<file path="src/mci_pkg.sv">
// Register map and field layouts assume a 32-bit data bus and no more than 32 error sources
package mci_pkg;

    //////////////////////////////////////////////////
    // Widths and vector types
    //////////////////////////////////////////////////

    localparam int unsigned CSR_ADDR_W   = 4;
    localparam int unsigned CSR_DATA_W   = 32;
    localparam int unsigned ERR_W        = 32;
    localparam int unsigned WDT_PERIOD_W = 32;

    typedef logic [CSR_ADDR_W-1:0]   csr_addr_t;
    typedef logic [CSR_DATA_W-1:0]   csr_data_t;
    typedef logic [ERR_W-1:0]        err_vec_t;
    typedef logic [WDT_PERIOD_W-1:0] wdt_period_t;

    //////////////////////////////////////////////////
    // Register word addresses
    //////////////////////////////////////////////////

    localparam csr_addr_t ADDR_WDT_CTRL          = 4'd0;
    localparam csr_addr_t ADDR_WDT_RESTART       = 4'd1;
    localparam csr_addr_t ADDR_WDT_T1_PERIOD     = 4'd2;
    localparam csr_addr_t ADDR_WDT_T2_PERIOD     = 4'd3;
    localparam csr_addr_t ADDR_ERR_FATAL_STS     = 4'd4;
    localparam csr_addr_t ADDR_ERR_NONFATAL_STS  = 4'd5;
    localparam csr_addr_t ADDR_ERR_FATAL_MASK    = 4'd6;
    localparam csr_addr_t ADDR_ERR_NONFATAL_MASK = 4'd7;
    localparam csr_addr_t ADDR_INTR_EN           = 4'd8;
    localparam csr_addr_t ADDR_WDT_STS           = 4'd9;

    //////////////////////////////////////////////////
    // Grouped configuration and status
    //////////////////////////////////////////////////

    typedef struct packed {
        logic        t1_en;
        logic        restart;
        wdt_period_t t1_period;
        wdt_period_t t2_period;
    } wdt_cfg_t;

    // WDT_STS reads back as {fatal_timeout, t1_timeout} in bits 1:0
    typedef struct packed {
        logic fatal_timeout;
        logic t1_timeout;
    } wdt_sts_t;

    // Set mask bit suppresses that source at the outputs
    typedef struct packed {
        err_vec_t fatal_mask;
        err_vec_t nonfatal_mask;
        logic     global_intr_en;
        logic     nonfatal_intr_en;
        logic     wdt_intr_en;
    } intr_cfg_t;

    typedef struct packed {
        err_vec_t fatal;
        err_vec_t nonfatal;
    } err_sts_t;

    // Ones in the low num_err bits
    function automatic err_vec_t err_valid_mask(input int unsigned num_err);
        return err_vec_t'((64'd1 << num_err) - 64'd1);
    endfunction

endpackage

</file>
<file path="src/mci_csr.sv">
// Read and write strobes must never coincide and read data returns one cycle after the strobe
`timescale 1ns/1ps

module mci_csr (
    input  logic                clk,
    input  logic                rst_i,

    // Register port
    input  logic                csr_wr_i,
    input  logic                csr_rd_i,
    input  mci_pkg::csr_addr_t  csr_addr_i,
    input  mci_pkg::csr_data_t  csr_wdata_i,
    output logic                csr_rvalid_o,
    output mci_pkg::csr_data_t  csr_rdata_o,

    // Status from the watchdog and the aggregator
    input  mci_pkg::wdt_sts_t   wdt_sts_i,
    input  mci_pkg::err_sts_t   err_sts_i,

    // Configuration and pulses out
    output mci_pkg::wdt_cfg_t   wdt_cfg_o,
    output mci_pkg::intr_cfg_t  intr_cfg_o,
    output mci_pkg::err_vec_t   fatal_clr_o,
    output mci_pkg::err_vec_t   nonfatal_clr_o
);

    import mci_pkg::*;

    wdt_cfg_t  wdt_cfg_q;
    intr_cfg_t intr_cfg_q;
    err_vec_t  fatal_clr_q;
    err_vec_t  nonfatal_clr_q;
    csr_data_t rdata_d;
    csr_data_t rdata_q;
    logic      rvalid_q;

    //////////////////////////////////////////////////
    // Write decode
    //////////////////////////////////////////////////

    always_ff @(posedge clk) begin
        if (rst_i) begin
            wdt_cfg_q      <= '0;
            intr_cfg_q     <= '0;
            fatal_clr_q    <= '0;
            nonfatal_clr_q <= '0;
        end else begin
            // Restart and W1C clears last a single cycle
            wdt_cfg_q.restart <= 1'b0;
            fatal_clr_q       <= '0;
            nonfatal_clr_q    <= '0;
            if (csr_wr_i) begin
                case (csr_addr_i)
                    ADDR_WDT_CTRL:          wdt_cfg_q.t1_en          <= csr_wdata_i[0];
                    ADDR_WDT_RESTART:       wdt_cfg_q.restart        <= 1'b1;
                    ADDR_WDT_T1_PERIOD:     wdt_cfg_q.t1_period      <= csr_wdata_i;
                    ADDR_WDT_T2_PERIOD:     wdt_cfg_q.t2_period      <= csr_wdata_i;
                    ADDR_ERR_FATAL_STS:     fatal_clr_q              <= csr_wdata_i;
                    ADDR_ERR_NONFATAL_STS:  nonfatal_clr_q           <= csr_wdata_i;
                    ADDR_ERR_FATAL_MASK:    intr_cfg_q.fatal_mask    <= csr_wdata_i;
                    ADDR_ERR_NONFATAL_MASK: intr_cfg_q.nonfatal_mask <= csr_wdata_i;
                    ADDR_INTR_EN: begin
                        intr_cfg_q.wdt_intr_en      <= csr_wdata_i[0];
                        intr_cfg_q.nonfatal_intr_en <= csr_wdata_i[1];
                        intr_cfg_q.global_intr_en   <= csr_wdata_i[2];
                    end
                    default: begin
                    end
                endcase
            end
        end
    end

    //////////////////////////////////////////////////
    // Read return
    //////////////////////////////////////////////////

    always_comb begin
        rdata_d = '0;
        case (csr_addr_i)
            ADDR_WDT_CTRL:          rdata_d = {31'd0, wdt_cfg_q.t1_en};
            ADDR_WDT_T1_PERIOD:     rdata_d = wdt_cfg_q.t1_period;
            ADDR_WDT_T2_PERIOD:     rdata_d = wdt_cfg_q.t2_period;
            ADDR_ERR_FATAL_STS:     rdata_d = err_sts_i.fatal;
            ADDR_ERR_NONFATAL_STS:  rdata_d = err_sts_i.nonfatal;
            ADDR_ERR_FATAL_MASK:    rdata_d = intr_cfg_q.fatal_mask;
            ADDR_ERR_NONFATAL_MASK: rdata_d = intr_cfg_q.nonfatal_mask;
            ADDR_INTR_EN: begin
                rdata_d = {29'd0, intr_cfg_q.global_intr_en,
                           intr_cfg_q.nonfatal_intr_en, intr_cfg_q.wdt_intr_en};
            end
            ADDR_WDT_STS: rdata_d = {30'd0, wdt_sts_i.fatal_timeout, wdt_sts_i.t1_timeout};
            // Restart is write only and unmapped words read zero
            default:      rdata_d = '0;
        endcase
    end

    always_ff @(posedge clk) begin
        if (rst_i) begin
            rvalid_q <= 1'b0;
            rdata_q  <= '0;
        end else begin
            rvalid_q <= csr_rd_i;
            if (csr_rd_i) begin
                rdata_q <= rdata_d;
            end
        end
    end

    assign csr_rvalid_o   = rvalid_q;
    assign csr_rdata_o    = rdata_q;
    assign wdt_cfg_o      = wdt_cfg_q;
    assign intr_cfg_o     = intr_cfg_q;
    assign fatal_clr_o    = fatal_clr_q;
    assign nonfatal_clr_o = nonfatal_clr_q;

    // Single-ported register file
    a_no_rd_wr_overlap: assert property (
        @(posedge clk) disable iff (rst_i) !(csr_wr_i && csr_rd_i)
    );

endmodule

</file>
<file path="src/mci_err_agg.sv">
// NUM_ERR must lie in 1 to 32 and error inputs at or above it are ignored
`timescale 1ns/1ps

module mci_err_agg #(
    parameter int unsigned NUM_ERR = 32
) (
    input  logic              clk,
    input  logic              rst_i,

    // Subsystem error wires
    input  mci_pkg::err_vec_t agg_error_fatal_i,
    input  mci_pkg::err_vec_t agg_error_non_fatal_i,

    // W1C pulses from the register file
    input  mci_pkg::err_vec_t fatal_clr_i,
    input  mci_pkg::err_vec_t nonfatal_clr_i,

    output mci_pkg::err_sts_t err_sts_o
);

    import mci_pkg::*;

    localparam err_vec_t ERR_VALID = err_valid_mask(NUM_ERR);

    err_vec_t fatal_q;
    err_vec_t nonfatal_q;

    // New error beats a clear in the same cycle
    function automatic err_vec_t sticky_next(
        input err_vec_t cur,
        input err_vec_t set,
        input err_vec_t clr
    );
        return ((cur & ~clr) | set) & ERR_VALID;
    endfunction

    //////////////////////////////////////////////////
    // Sticky status
    //////////////////////////////////////////////////

    always_ff @(posedge clk) begin
        if (rst_i) begin
            fatal_q    <= '0;
            nonfatal_q <= '0;
        end else begin
            fatal_q    <= sticky_next(fatal_q, agg_error_fatal_i, fatal_clr_i);
            nonfatal_q <= sticky_next(nonfatal_q, agg_error_non_fatal_i, nonfatal_clr_i);
        end
    end

    assign err_sts_o.fatal    = fatal_q;
    assign err_sts_o.nonfatal = nonfatal_q;

    // Unused sources never show up in status
    a_upper_bits_zero: assert property (
        @(posedge clk) disable iff (rst_i)
        ((err_sts_o.fatal | err_sts_o.nonfatal) & ~ERR_VALID) == '0
    );

endmodule

</file>
<file path="src/mci_intr_comb.sv">
// All outputs are registered and lag the status by one cycle
`timescale 1ns/1ps

module mci_intr_comb #(
    parameter int unsigned NUM_ERR = 32
) (
    input  logic               clk,
    input  logic               rst_i,
    input  mci_pkg::err_sts_t  err_sts_i,
    input  mci_pkg::wdt_sts_t  wdt_sts_i,
    input  mci_pkg::intr_cfg_t intr_cfg_i,
    output logic               all_error_fatal_o,
    output logic               all_error_non_fatal_o,
    output logic               mci_intr_o,
    output logic               nmi_intr_o
);

    import mci_pkg::*;

    localparam err_vec_t ERR_VALID = err_valid_mask(NUM_ERR);

    err_vec_t fatal_unmasked;
    err_vec_t nonfatal_unmasked;
    logic     fatal_d;
    logic     nonfatal_d;
    logic     intr_d;

    assign fatal_unmasked    = err_sts_i.fatal & ~intr_cfg_i.fatal_mask & ERR_VALID;
    assign nonfatal_unmasked = err_sts_i.nonfatal & ~intr_cfg_i.nonfatal_mask & ERR_VALID;

    // Watchdog fatal timeout cannot be masked
    assign fatal_d    = (|fatal_unmasked) | wdt_sts_i.fatal_timeout;
    assign nonfatal_d = |nonfatal_unmasked;

    assign intr_d = intr_cfg_i.global_intr_en &
                    ((wdt_sts_i.t1_timeout & intr_cfg_i.wdt_intr_en) |
                     (nonfatal_d & intr_cfg_i.nonfatal_intr_en));

    //////////////////////////////////////////////////
    // Output registers
    //////////////////////////////////////////////////

    always_ff @(posedge clk) begin
        if (rst_i) begin
            all_error_fatal_o     <= 1'b0;
            all_error_non_fatal_o <= 1'b0;
            mci_intr_o            <= 1'b0;
            nmi_intr_o            <= 1'b0;
        end else begin
            all_error_fatal_o     <= fatal_d;
            all_error_non_fatal_o <= nonfatal_d;
            mci_intr_o            <= intr_d;
            nmi_intr_o            <= wdt_sts_i.fatal_timeout;
        end
    end

    // NMI is always accompanied by the SoC fatal error
    a_nmi_is_fatal: assert property (
        @(posedge clk) disable iff (rst_i) nmi_intr_o |-> all_error_fatal_o
    );

endmodule

</file>
<file path="src/mci_top.sv">
// No back-pressure on the register port and NUM_ERR must lie in 1 to 32
`timescale 1ns/1ps

module mci_top #(
    parameter int unsigned NUM_ERR       = 32,
    parameter int unsigned WDT_CNT_WIDTH = 32
) (
    input  logic               clk,
    input  logic               rst_i,

    // Register port
    input  logic               csr_wr_i,
    input  logic               csr_rd_i,
    input  mci_pkg::csr_addr_t csr_addr_i,
    input  mci_pkg::csr_data_t csr_wdata_i,
    output logic               csr_rvalid_o,
    output mci_pkg::csr_data_t csr_rdata_o,

    // Subsystem error wires
    input  mci_pkg::err_vec_t  agg_error_fatal_i,
    input  mci_pkg::err_vec_t  agg_error_non_fatal_i,

    // SoC and MCU outputs
    output logic               all_error_fatal_o,
    output logic               all_error_non_fatal_o,
    output logic               mci_intr_o,
    output logic               nmi_intr_o
);

    import mci_pkg::*;

    wdt_cfg_t  wdt_cfg;
    intr_cfg_t intr_cfg;
    wdt_sts_t  wdt_sts;
    err_sts_t  err_sts;
    err_vec_t  fatal_clr;
    err_vec_t  nonfatal_clr;

    mci_csr i_mci_csr (
        .clk            (clk),
        .rst_i          (rst_i),
        .csr_wr_i       (csr_wr_i),
        .csr_rd_i       (csr_rd_i),
        .csr_addr_i     (csr_addr_i),
        .csr_wdata_i    (csr_wdata_i),
        .csr_rvalid_o   (csr_rvalid_o),
        .csr_rdata_o    (csr_rdata_o),
        .wdt_sts_i      (wdt_sts),
        .err_sts_i      (err_sts),
        .wdt_cfg_o      (wdt_cfg),
        .intr_cfg_o     (intr_cfg),
        .fatal_clr_o    (fatal_clr),
        .nonfatal_clr_o (nonfatal_clr)
    );

    mci_wdt #(
        .WDT_CNT_WIDTH (WDT_CNT_WIDTH)
    ) i_mci_wdt (
        .clk       (clk),
        .rst_i     (rst_i),
        .wdt_cfg_i (wdt_cfg),
        .wdt_sts_o (wdt_sts)
    );

    mci_err_agg #(
        .NUM_ERR (NUM_ERR)
    ) i_mci_err_agg (
        .clk                   (clk),
        .rst_i                 (rst_i),
        .agg_error_fatal_i     (agg_error_fatal_i),
        .agg_error_non_fatal_i (agg_error_non_fatal_i),
        .fatal_clr_i           (fatal_clr),
        .nonfatal_clr_i        (nonfatal_clr),
        .err_sts_o             (err_sts)
    );

    mci_intr_comb #(
        .NUM_ERR (NUM_ERR)
    ) i_mci_intr_comb (
        .clk                   (clk),
        .rst_i                 (rst_i),
        .err_sts_i             (err_sts),
        .wdt_sts_i             (wdt_sts),
        .intr_cfg_i            (intr_cfg),
        .all_error_fatal_o     (all_error_fatal_o),
        .all_error_non_fatal_o (all_error_non_fatal_o),
        .mci_intr_o            (mci_intr_o),
        .nmi_intr_o            (nmi_intr_o)
    );

endmodule

</file>
<file path="src/mci_wdt.sv">
// WDT_CNT_WIDTH must not exceed 32 and period bits above it are ignored
`timescale 1ns/1ps

module mci_wdt #(
    parameter int unsigned WDT_CNT_WIDTH = 32
) (
    input  logic              clk,
    input  logic              rst_i,
    input  mci_pkg::wdt_cfg_t wdt_cfg_i,
    output mci_pkg::wdt_sts_t wdt_sts_o
);

    // Stage two means the first timeout has fired
    typedef enum logic {
        STAGE_ONE,
        STAGE_TWO
    } wdt_stage_e;

    wdt_stage_e               stage_q;
    logic [WDT_CNT_WIDTH-1:0] t1_cnt_q;
    logic [WDT_CNT_WIDTH-1:0] t2_cnt_q;
    logic [WDT_CNT_WIDTH-1:0] t1_limit;
    logic [WDT_CNT_WIDTH-1:0] t2_limit;
    logic                     t1_hit;
    logic                     t2_hit;
    logic                     fatal_q;

    assign t1_limit = wdt_cfg_i.t1_period[WDT_CNT_WIDTH-1:0];
    assign t2_limit = wdt_cfg_i.t2_period[WDT_CNT_WIDTH-1:0];

    // Compare with >= so a period lowered under a running count still expires
    assign t1_hit = (t1_cnt_q >= t1_limit);
    assign t2_hit = (t2_cnt_q >= t2_limit);

    //////////////////////////////////////////////////
    // Cascaded timers
    //////////////////////////////////////////////////

    always_ff @(posedge clk) begin
        if (rst_i) begin
            stage_q  <= STAGE_ONE;
            t1_cnt_q <= '0;
            t2_cnt_q <= '0;
            fatal_q  <= 1'b0;
        end else if (wdt_cfg_i.restart) begin
            // Fatal timeout survives a restart
            stage_q  <= STAGE_ONE;
            t1_cnt_q <= '0;
            t2_cnt_q <= '0;
        end else begin
            case (stage_q)
                STAGE_ONE: begin
                    if (wdt_cfg_i.t1_en) begin
                        if (t1_hit) begin
                            stage_q <= STAGE_TWO;
                        end else begin
                            t1_cnt_q <= t1_cnt_q + 1'b1;
                        end
                    end
                end
                STAGE_TWO: begin
                    // Timer 2 runs without an enable of its own
                    if (!fatal_q) begin
                        if (t2_hit) begin
                            fatal_q <= 1'b1;
                        end else begin
                            t2_cnt_q <= t2_cnt_q + 1'b1;
                        end
                    end
                end
                default: begin
                    stage_q <= STAGE_ONE;
                end
            endcase
        end
    end

    assign wdt_sts_o.t1_timeout    = (stage_q == STAGE_TWO);
    assign wdt_sts_o.fatal_timeout = fatal_q;

    // Timer 2 holds at zero until the first stage has fired
    a_t2_idle_in_stage_one: assert property (
        @(posedge clk) disable iff (rst_i)
        (stage_q == STAGE_ONE) |=> (t2_cnt_q == '0)
    );

endmodule

</file>
<file path="config.mk">
export PLATFORM = sky130hd
export DESIGN_NAME = mci_top
export DESIGN_NICKNAME = d
export VERILOG_FILES = /design/src/mci_pkg.sv /design/src/mci_csr.sv /design/src/mci_err_agg.sv /design/src/mci_intr_comb.sv /design/src/mci_top.sv /design/src/mci_wdt.sv
export SDC_FILE = /design/constraint.sdc
export NUM_CORES = 1
export LEC_CHECK = 0
export BUFFER_PORTS_ARGS = -buffer_cell sky130_fd_sc_hd__buf_2
export CAP_MARGIN = 0
export CORE_MARGIN = 2
export CORE_UTILIZATION = 54
export DETAILED_ROUTE_END_ITERATION = 7
export PLACE_DENSITY_LB_ADDON = 0.2
export SETUP_SLACK_MARGIN = 0.05
export SLEW_MARGIN = 20
export SYNTH_ARGS = -nofsm -noshare
export SYNTH_HDL_FRONTEND = slang
export SYNTH_SLANG_ARGS = --single-unit
</file>
<file path="constraint.sdc">
create_clock -name clk -period 4.1 [get_ports clk]
set_input_delay 0.82 -clock clk [delete_from_list [all_inputs] [get_ports clk]]
set_output_delay 0.82 -clock clk [all_outputs]
set_load 0.01 [all_outputs]
</file>
=== Yosys cells after proc, flatten, opt, wreduce, memory -nomap -nowiden ===
Index checks and enable logic that the tools add are counted.
W data, S select, Z words.

* Add/subtract/negate cells: 2
* Order comparisons: 2
* Eq/ne operators: 9
* Muxes and demuxes: 7
* Bitwise operators: 23
* Reduce and logical (&&, ||, !) cells: 16

{| class="wikitable"
|+ Operator list
! cell !! count
|-
| $pmux W32 S9 || 1
|-
| $and A32 B32 Y32 || 4
|-
| $not A32 Y32 || 4
|-
| $add A32 B1 Y32 const B || 2
|-
| $ge A32 B32 Y1 || 2
|-
| $or A32 B32 Y32 || 2
|-
| $reduce_or A32 Y1 || 2
|-
| $eq A4 B3 Y1 const B || 4
|-
| $reduce_and A2 Y1 || 7
|-
| $eq A4 B2 Y1 const B || 2
|-
| $eq A4 B4 Y1 const B || 2
|-
| $not A1 Y1 || 8
|-
| $mux W1 || 6
|-
| $reduce_and A3 Y1 || 2
|-
| $reduce_or A3 Y1 || 2
|-
| $eq A4 B1 Y1 const B || 1
|-
| $logic_not A4 Y1 || 1
|-
| $reduce_or A2 Y1 || 2
|-
| $and A1 B1 Y1 || 3
|-
| $or A1 B1 Y1 || 2
|}

* Register bits: 364
* Output and inout port bits: 37

=== Longest topological paths before layout ===
* Depth after elaboration: 6
* Mapped depth: 11

=== By module ===
From an unflattened synthesis, not the netlist that was laid out.

* Cells, all modules: 1,985
* Area total of the unflattened synthesis: 16,861.2 µm²

{| class="wikitable"
|+ Modules (own cells, without submodules)
! module !! times used !! cells each !! area each (µm²) !! seq. area each (µm²)
|-
| mci_csr || 1 || 983 || 8,652.0 || 4,604.4
|-
| mci_wdt || 1 || 627 || 4,972.3 || 1,321.3
|-
| mci_err_agg || 1 || 263 || 2,598.7 || 1,281.2
|-
| mci_intr_comb || 1 || 112 || 638.1 || 80.1
|}

=== Worst setup path after synthesis ===
OpenSTA, ideal clock, no wires.

* Kind: flip-flop to flip-flop
* Start point: register i_mci_wdt.t1_cnt_q[0]
* End point: register i_mci_wdt.t1_cnt_q[31]
* Setup time: 70 ps
* Arrival: 2,897 ps
* Required time: 4,030 ps
* Setup slack: 1,132 ps
* Cell stages (with the launch flop): 11
* Buffers on the path: 1
* Period minus slack after synthesis: 2,968 ps
* Cell sequence: dfxtp_1 -> inv_1 -> ha_1 -> nand2b_1 -> a2111o_1 -> a32o_1 -> o31a_1 -> or4_1 -> clkbuf_2 -> or4_1 -> a21oi_1

* Word-level cells in the longest chain between the ends: 3
* Elaborated cells between the ends (all ways): 4

{| class="wikitable"
|+ RTL lines
! what !! line !! RTL
|-
| start, declared || mci_wdt.sv:20 || <nowiki>logic [WDT_CNT_WIDTH-1:0] t1_cnt_q;</nowiki>
|-
| start signal, assigned || mci_wdt.sv:57 || <nowiki>t1_cnt_q <= t1_cnt_q + 1'b1;</nowiki>
|-
| $ge A32 B32 Y1 || mci_wdt.sv:32 || <nowiki>assign t1_hit = (t1_cnt_q >= t1_limit);</nowiki>
|-
| $not A1 Y1 (no source line) || - ||
|-
| $reduce_and A3 Y1 (no source line) || - ||
|}

Several ways; a longest one is shown, not always the timed one.
A chain may end at the register's enable or synchronous reset.

=== Final worst setup path ===
* Start point: register i_mci_wdt.t2_cnt_q[19]
* End point: register i_mci_wdt.t2_cnt_q[26]

* Word-level cells in the longest chain between the ends: 3
* Elaborated cells between the ends (all ways): 4

{| class="wikitable"
|+ RTL lines
! what !! line !! RTL
|-
| start, declared || mci_wdt.sv:21 || <nowiki>logic [WDT_CNT_WIDTH-1:0] t2_cnt_q;</nowiki>
|-
| start signal, assigned || mci_wdt.sv:67 || <nowiki>t2_cnt_q <= t2_cnt_q + 1'b1;</nowiki>
|-
| $ge A32 B32 Y1 || mci_wdt.sv:33 || <nowiki>assign t2_hit = (t2_cnt_q >= t2_limit);</nowiki>
|-
| $not A1 Y1 (no source line) || - ||
|-
| $reduce_and A3 Y1 (no source line) || - ||
|}

Several ways; a longest one is shown, not always the timed one.

==> results_dict.tcl <==
set metrics [dict create \
    synth_ff_type "dfxtp_1" \
    numCtsBuffers 39 \
    final_core_util 0.624 \
    gp_congestion 0.956 \
    drt-wirelength-per-cell_um 19.9 \
    tightestPinTransition_ns 1.10 \
    power_leakage_nw 6.72 \
    cp.required_ns 4.48 \
    post-cts-setup-buffers 0 \
    wirelength_um 50600 \
    cts_tree "built" \
    ys_ff_latch 364 \
    gr-total-overflow 0 \
    cp_common_cell "a21oi_1" \
    post_cts_resized 0 \
    hold_ws_ns 0.473 \
    grt_pass1_wl_um 78700 \
    max_freq_mhz 304 \
    syn_avg_cell_area_um2 7.95 \
    die_h_um 176 \
    grtUsageTotal 0.322 \
    timing.final.crit_share 0.801 \
    drt-pass1-iter-count 6 \
    yosysTopAreaCellShare 0.454 \
    clk_latency_ns 0.53 \
    yosysTopAreaCell "dfxtp_1" \
    ios 141 \
    top_usage_layer "met2" \
    synth_edf_count 0 \
    core_area_um2 29500 \
    h-tree-depth 2 \
    vias 15100 \
    synthArstFlopShare 0 \
    finalCriticalPeriod_ns 3.29 \
    die_w_um 176 \
    synth_cells 2017 \
    syn_area_um2 16000 \
    max_slew_margin 0.261 \
    path_cells "ha_1 > a21oi_1 > o21ai_0 > o31ai_1 > a41oi_1 > buf_4 > a2111oi_0 > a31o_2 > a21oi_1" \
    slowest_delay_ns 0.80 \
    cp_max_fo 9 \
    ir_drop_mv 0.432 \
    hold_viol 0 \
    clockBufferDepth 3 \
    power_mw 7.68 \
    drc 0 \
    cts.sinks 364 \
    rows 63 \
    via_per_inst 5.94 \
    final_nets 2293 \
    drv_cap 0 \
    io_buffers 140 \
    hold_path_class "reg2reg" \
    grt_pass1_vias 14300 \
    critPathCaptureType "flop" \
    clock-root-buffer "clkbuf_16" \
    grt_use_met2 0.513 \
    seq_area_frac_synth 0.454 \
    use_met3 0.0590 \
    use_met1 0.428 \
    syn-num-nets 2187 \
    drt_iter0_drc 1797 \
    syn2layout_area_growth_pct 14.6 \
    status "finished, final reports clean" \
    cts_hold_buffers 0 \
    crit_type "reg2reg" \
    crit_arrival_ns 3.66 \
    ys_types 59 \
    hpwl_um 35700 \
    clk_pin_slew_worst_paths_ns 0.06 \
    tns_ns 0 \
    fp.dieArea_um2 31100 \
    synth.yosys.warnings 0 \
    final_max_slew_viol_count 0 \
    synthTopCellsByArea "dfxtp_1 (45%), a21oi_1 (8.8%), nand2_1 (7.5%)" \
    rsz0062_at_grt "false" \
    grt_max_degree 102 \
    drive_gt1_frac 0.115 \
    worst_path_max_delay_cell "a2111oi_0" \
    antenna_found_initial 2 \
    startpoint_type "flop" \
    antenna_left 0 \
    final-setup-viol-count 0 \
    start_util 0.544 \
    p_per_area_nw_per_um2 418 \
    skew_ns 0.0144 \
]
==> per-layer routing <==
metal,share of wire,vias up
met5,0,-
met4,0.045,0
met3,0.10,148
met2,0.45,755
met1,0.41,7080
li1,-,7107
==> worst max-delay path: cells and delay by family (launching register included) <==
family / cells / cell delay (ns)
compound gates: 7 / 2.02
fa+ha+maj: 1 / 0.33
buf+inv: 1 / 0.28
flops: 1 / 0.51
==> cell usage after synthesis (17+ instances only) <==
library cell / instances
dfxtp_1: 364
nand2_1: 322
a21oi_1: 281
inv_1: 211
nor2_1: 149
clkbuf_1: 105
a22oi_1: 91
and2_1: 71
ha_1: 66
a31oi_1: 35
nand4_1: 28
nand3_1: 26
o21ai_0: 26
xnor2_1: 22
o22ai_1: 21
nor3_1: 19
nor4_1: 18
or3_1: 17
==> worst paths after layout <==
kind | start | to | slack (ns) | depth (start not counted)
setup / recovery | i_mci_wdt.t2_cnt_q[19]$_SDFFE_PP0P_ | i_mci_wdt.t2_cnt_q[26]$_SDFFE_PP0P_ | 0.81 | 9
hold / removal | i_mci_csr.wdt_cfg_o[23]$_SDFFE_PP0P_ | i_mci_csr.wdt_cfg_o[23]$_SDFFE_PP0P_ | 0.47 | 2
setup reg to reg | i_mci_wdt.t2_cnt_q[19]$_SDFFE_PP0P_ | i_mci_wdt.t2_cnt_q[26]$_SDFFE_PP0P_ | 0.81 | 9
hold reg to reg | i_mci_csr.wdt_cfg_o[23]$_SDFFE_PP0P_ | i_mci_csr.wdt_cfg_o[23]$_SDFFE_PP0P_ | 0.47 | 2
==> sequential cells by signal, indices dropped and copies added, names as in the netlist <==
register	count
i_mci_csr.nonfatal_clr_o	32
i_mci_intr_comb.all_error_non_fatal_o	1
i_mci_intr_comb.all_error_fatal_o	1
i_mci_wdt.t1_cnt_q	32
i_mci_csr.fatal_clr_o	32
i_mci_wdt.fatal_q	1
i_mci_csr.csr_rvalid_o	1
i_mci_csr.csr_rdata_o	32
i_mci_err_agg.nonfatal_q	32
i_mci_wdt.t2_cnt_q	32
i_mci_wdt.stage_q	1
i_mci_csr.intr_cfg_o	67
i_mci_err_agg.fatal_q	32
i_mci_intr_comb.nmi_intr_o	1
i_mci_csr.wdt_cfg_o	66
i_mci_intr_comb.mci_intr_o	1
==> final cells by class <==
type / instances / area, um2
well taps: 390 / 488
repair buffers: 173 / 967
clock inverters: 14 / 198
multi-input cells: 1334 / 7580
fillers: 2625 / 11100
clock buffers: 52 / 1060
diodes: 2 / 5.00
inverters: 211 / 792
flip-flops and latches: 364 / 7290
==> power by group <==
| part | internal [mW] | switching [mW] | total [mW] | leakage, nW |
|---|---|---|---|---|
| Clock | 2.08 | 1.44 | 3.52 | 0.614 |
| Combinational | 0.149 | 0.327 | 0.476 | 3.15 |
| Sequential | 3.61 | 0.0744 | 3.68 | 2.96 |
==> placed cells by master, fill, tap and decap left out, drive strengths merged, types with 9 or more instances in the layout <==
master,netlist,final
a31oi,35,35
and3,10,10
clkbuf,106,52
nor4,18,18
inv,211,211
a22oi,91,91
buf,2,173
nor2,149,149
o21ai,28,28
nor3,19,19
a21oi,281,281
nand2,322,322
nand3,26,26
nand4,28,28
xnor2,22,22
dfxtp,364,364
o22ai,21,21
and4,9,9
and2,73,73
ha,66,66
or3,17,17
==> through the flow <==
step | cells | setup slack, ns | area [um2]
floorplan | 2017 | 1.13 | 16000
global placement | 2472 | 0.929 | 17100
detailed placement | 2472 | 0.888 | 17100
CTS | 2538 | 0.871 | 18400
global route | 2540 | 0.538 | 18400
finish | 2540 | 0.814 | 18400
==> cell families after synthesis <==
| logic type | count (synthesis) | synth area share |
|---|---|---|
| AO/OA/AOI/OAI | 535 | 0.202 |
| XOR/XNOR | 23 | 0.0126 |
| adder cells (fa/ha/maj) | 66 | 0.0515 |
| buffers and inverters | 319 | 0.0747 |
| flip-flops | 364 | 0.454 |
| multiplexers | 8 | 0.00499 |
| AND/OR/NAND/NOR | 702 | 0.200 |
Note: power is estimated with default switching activity, not from simulation.
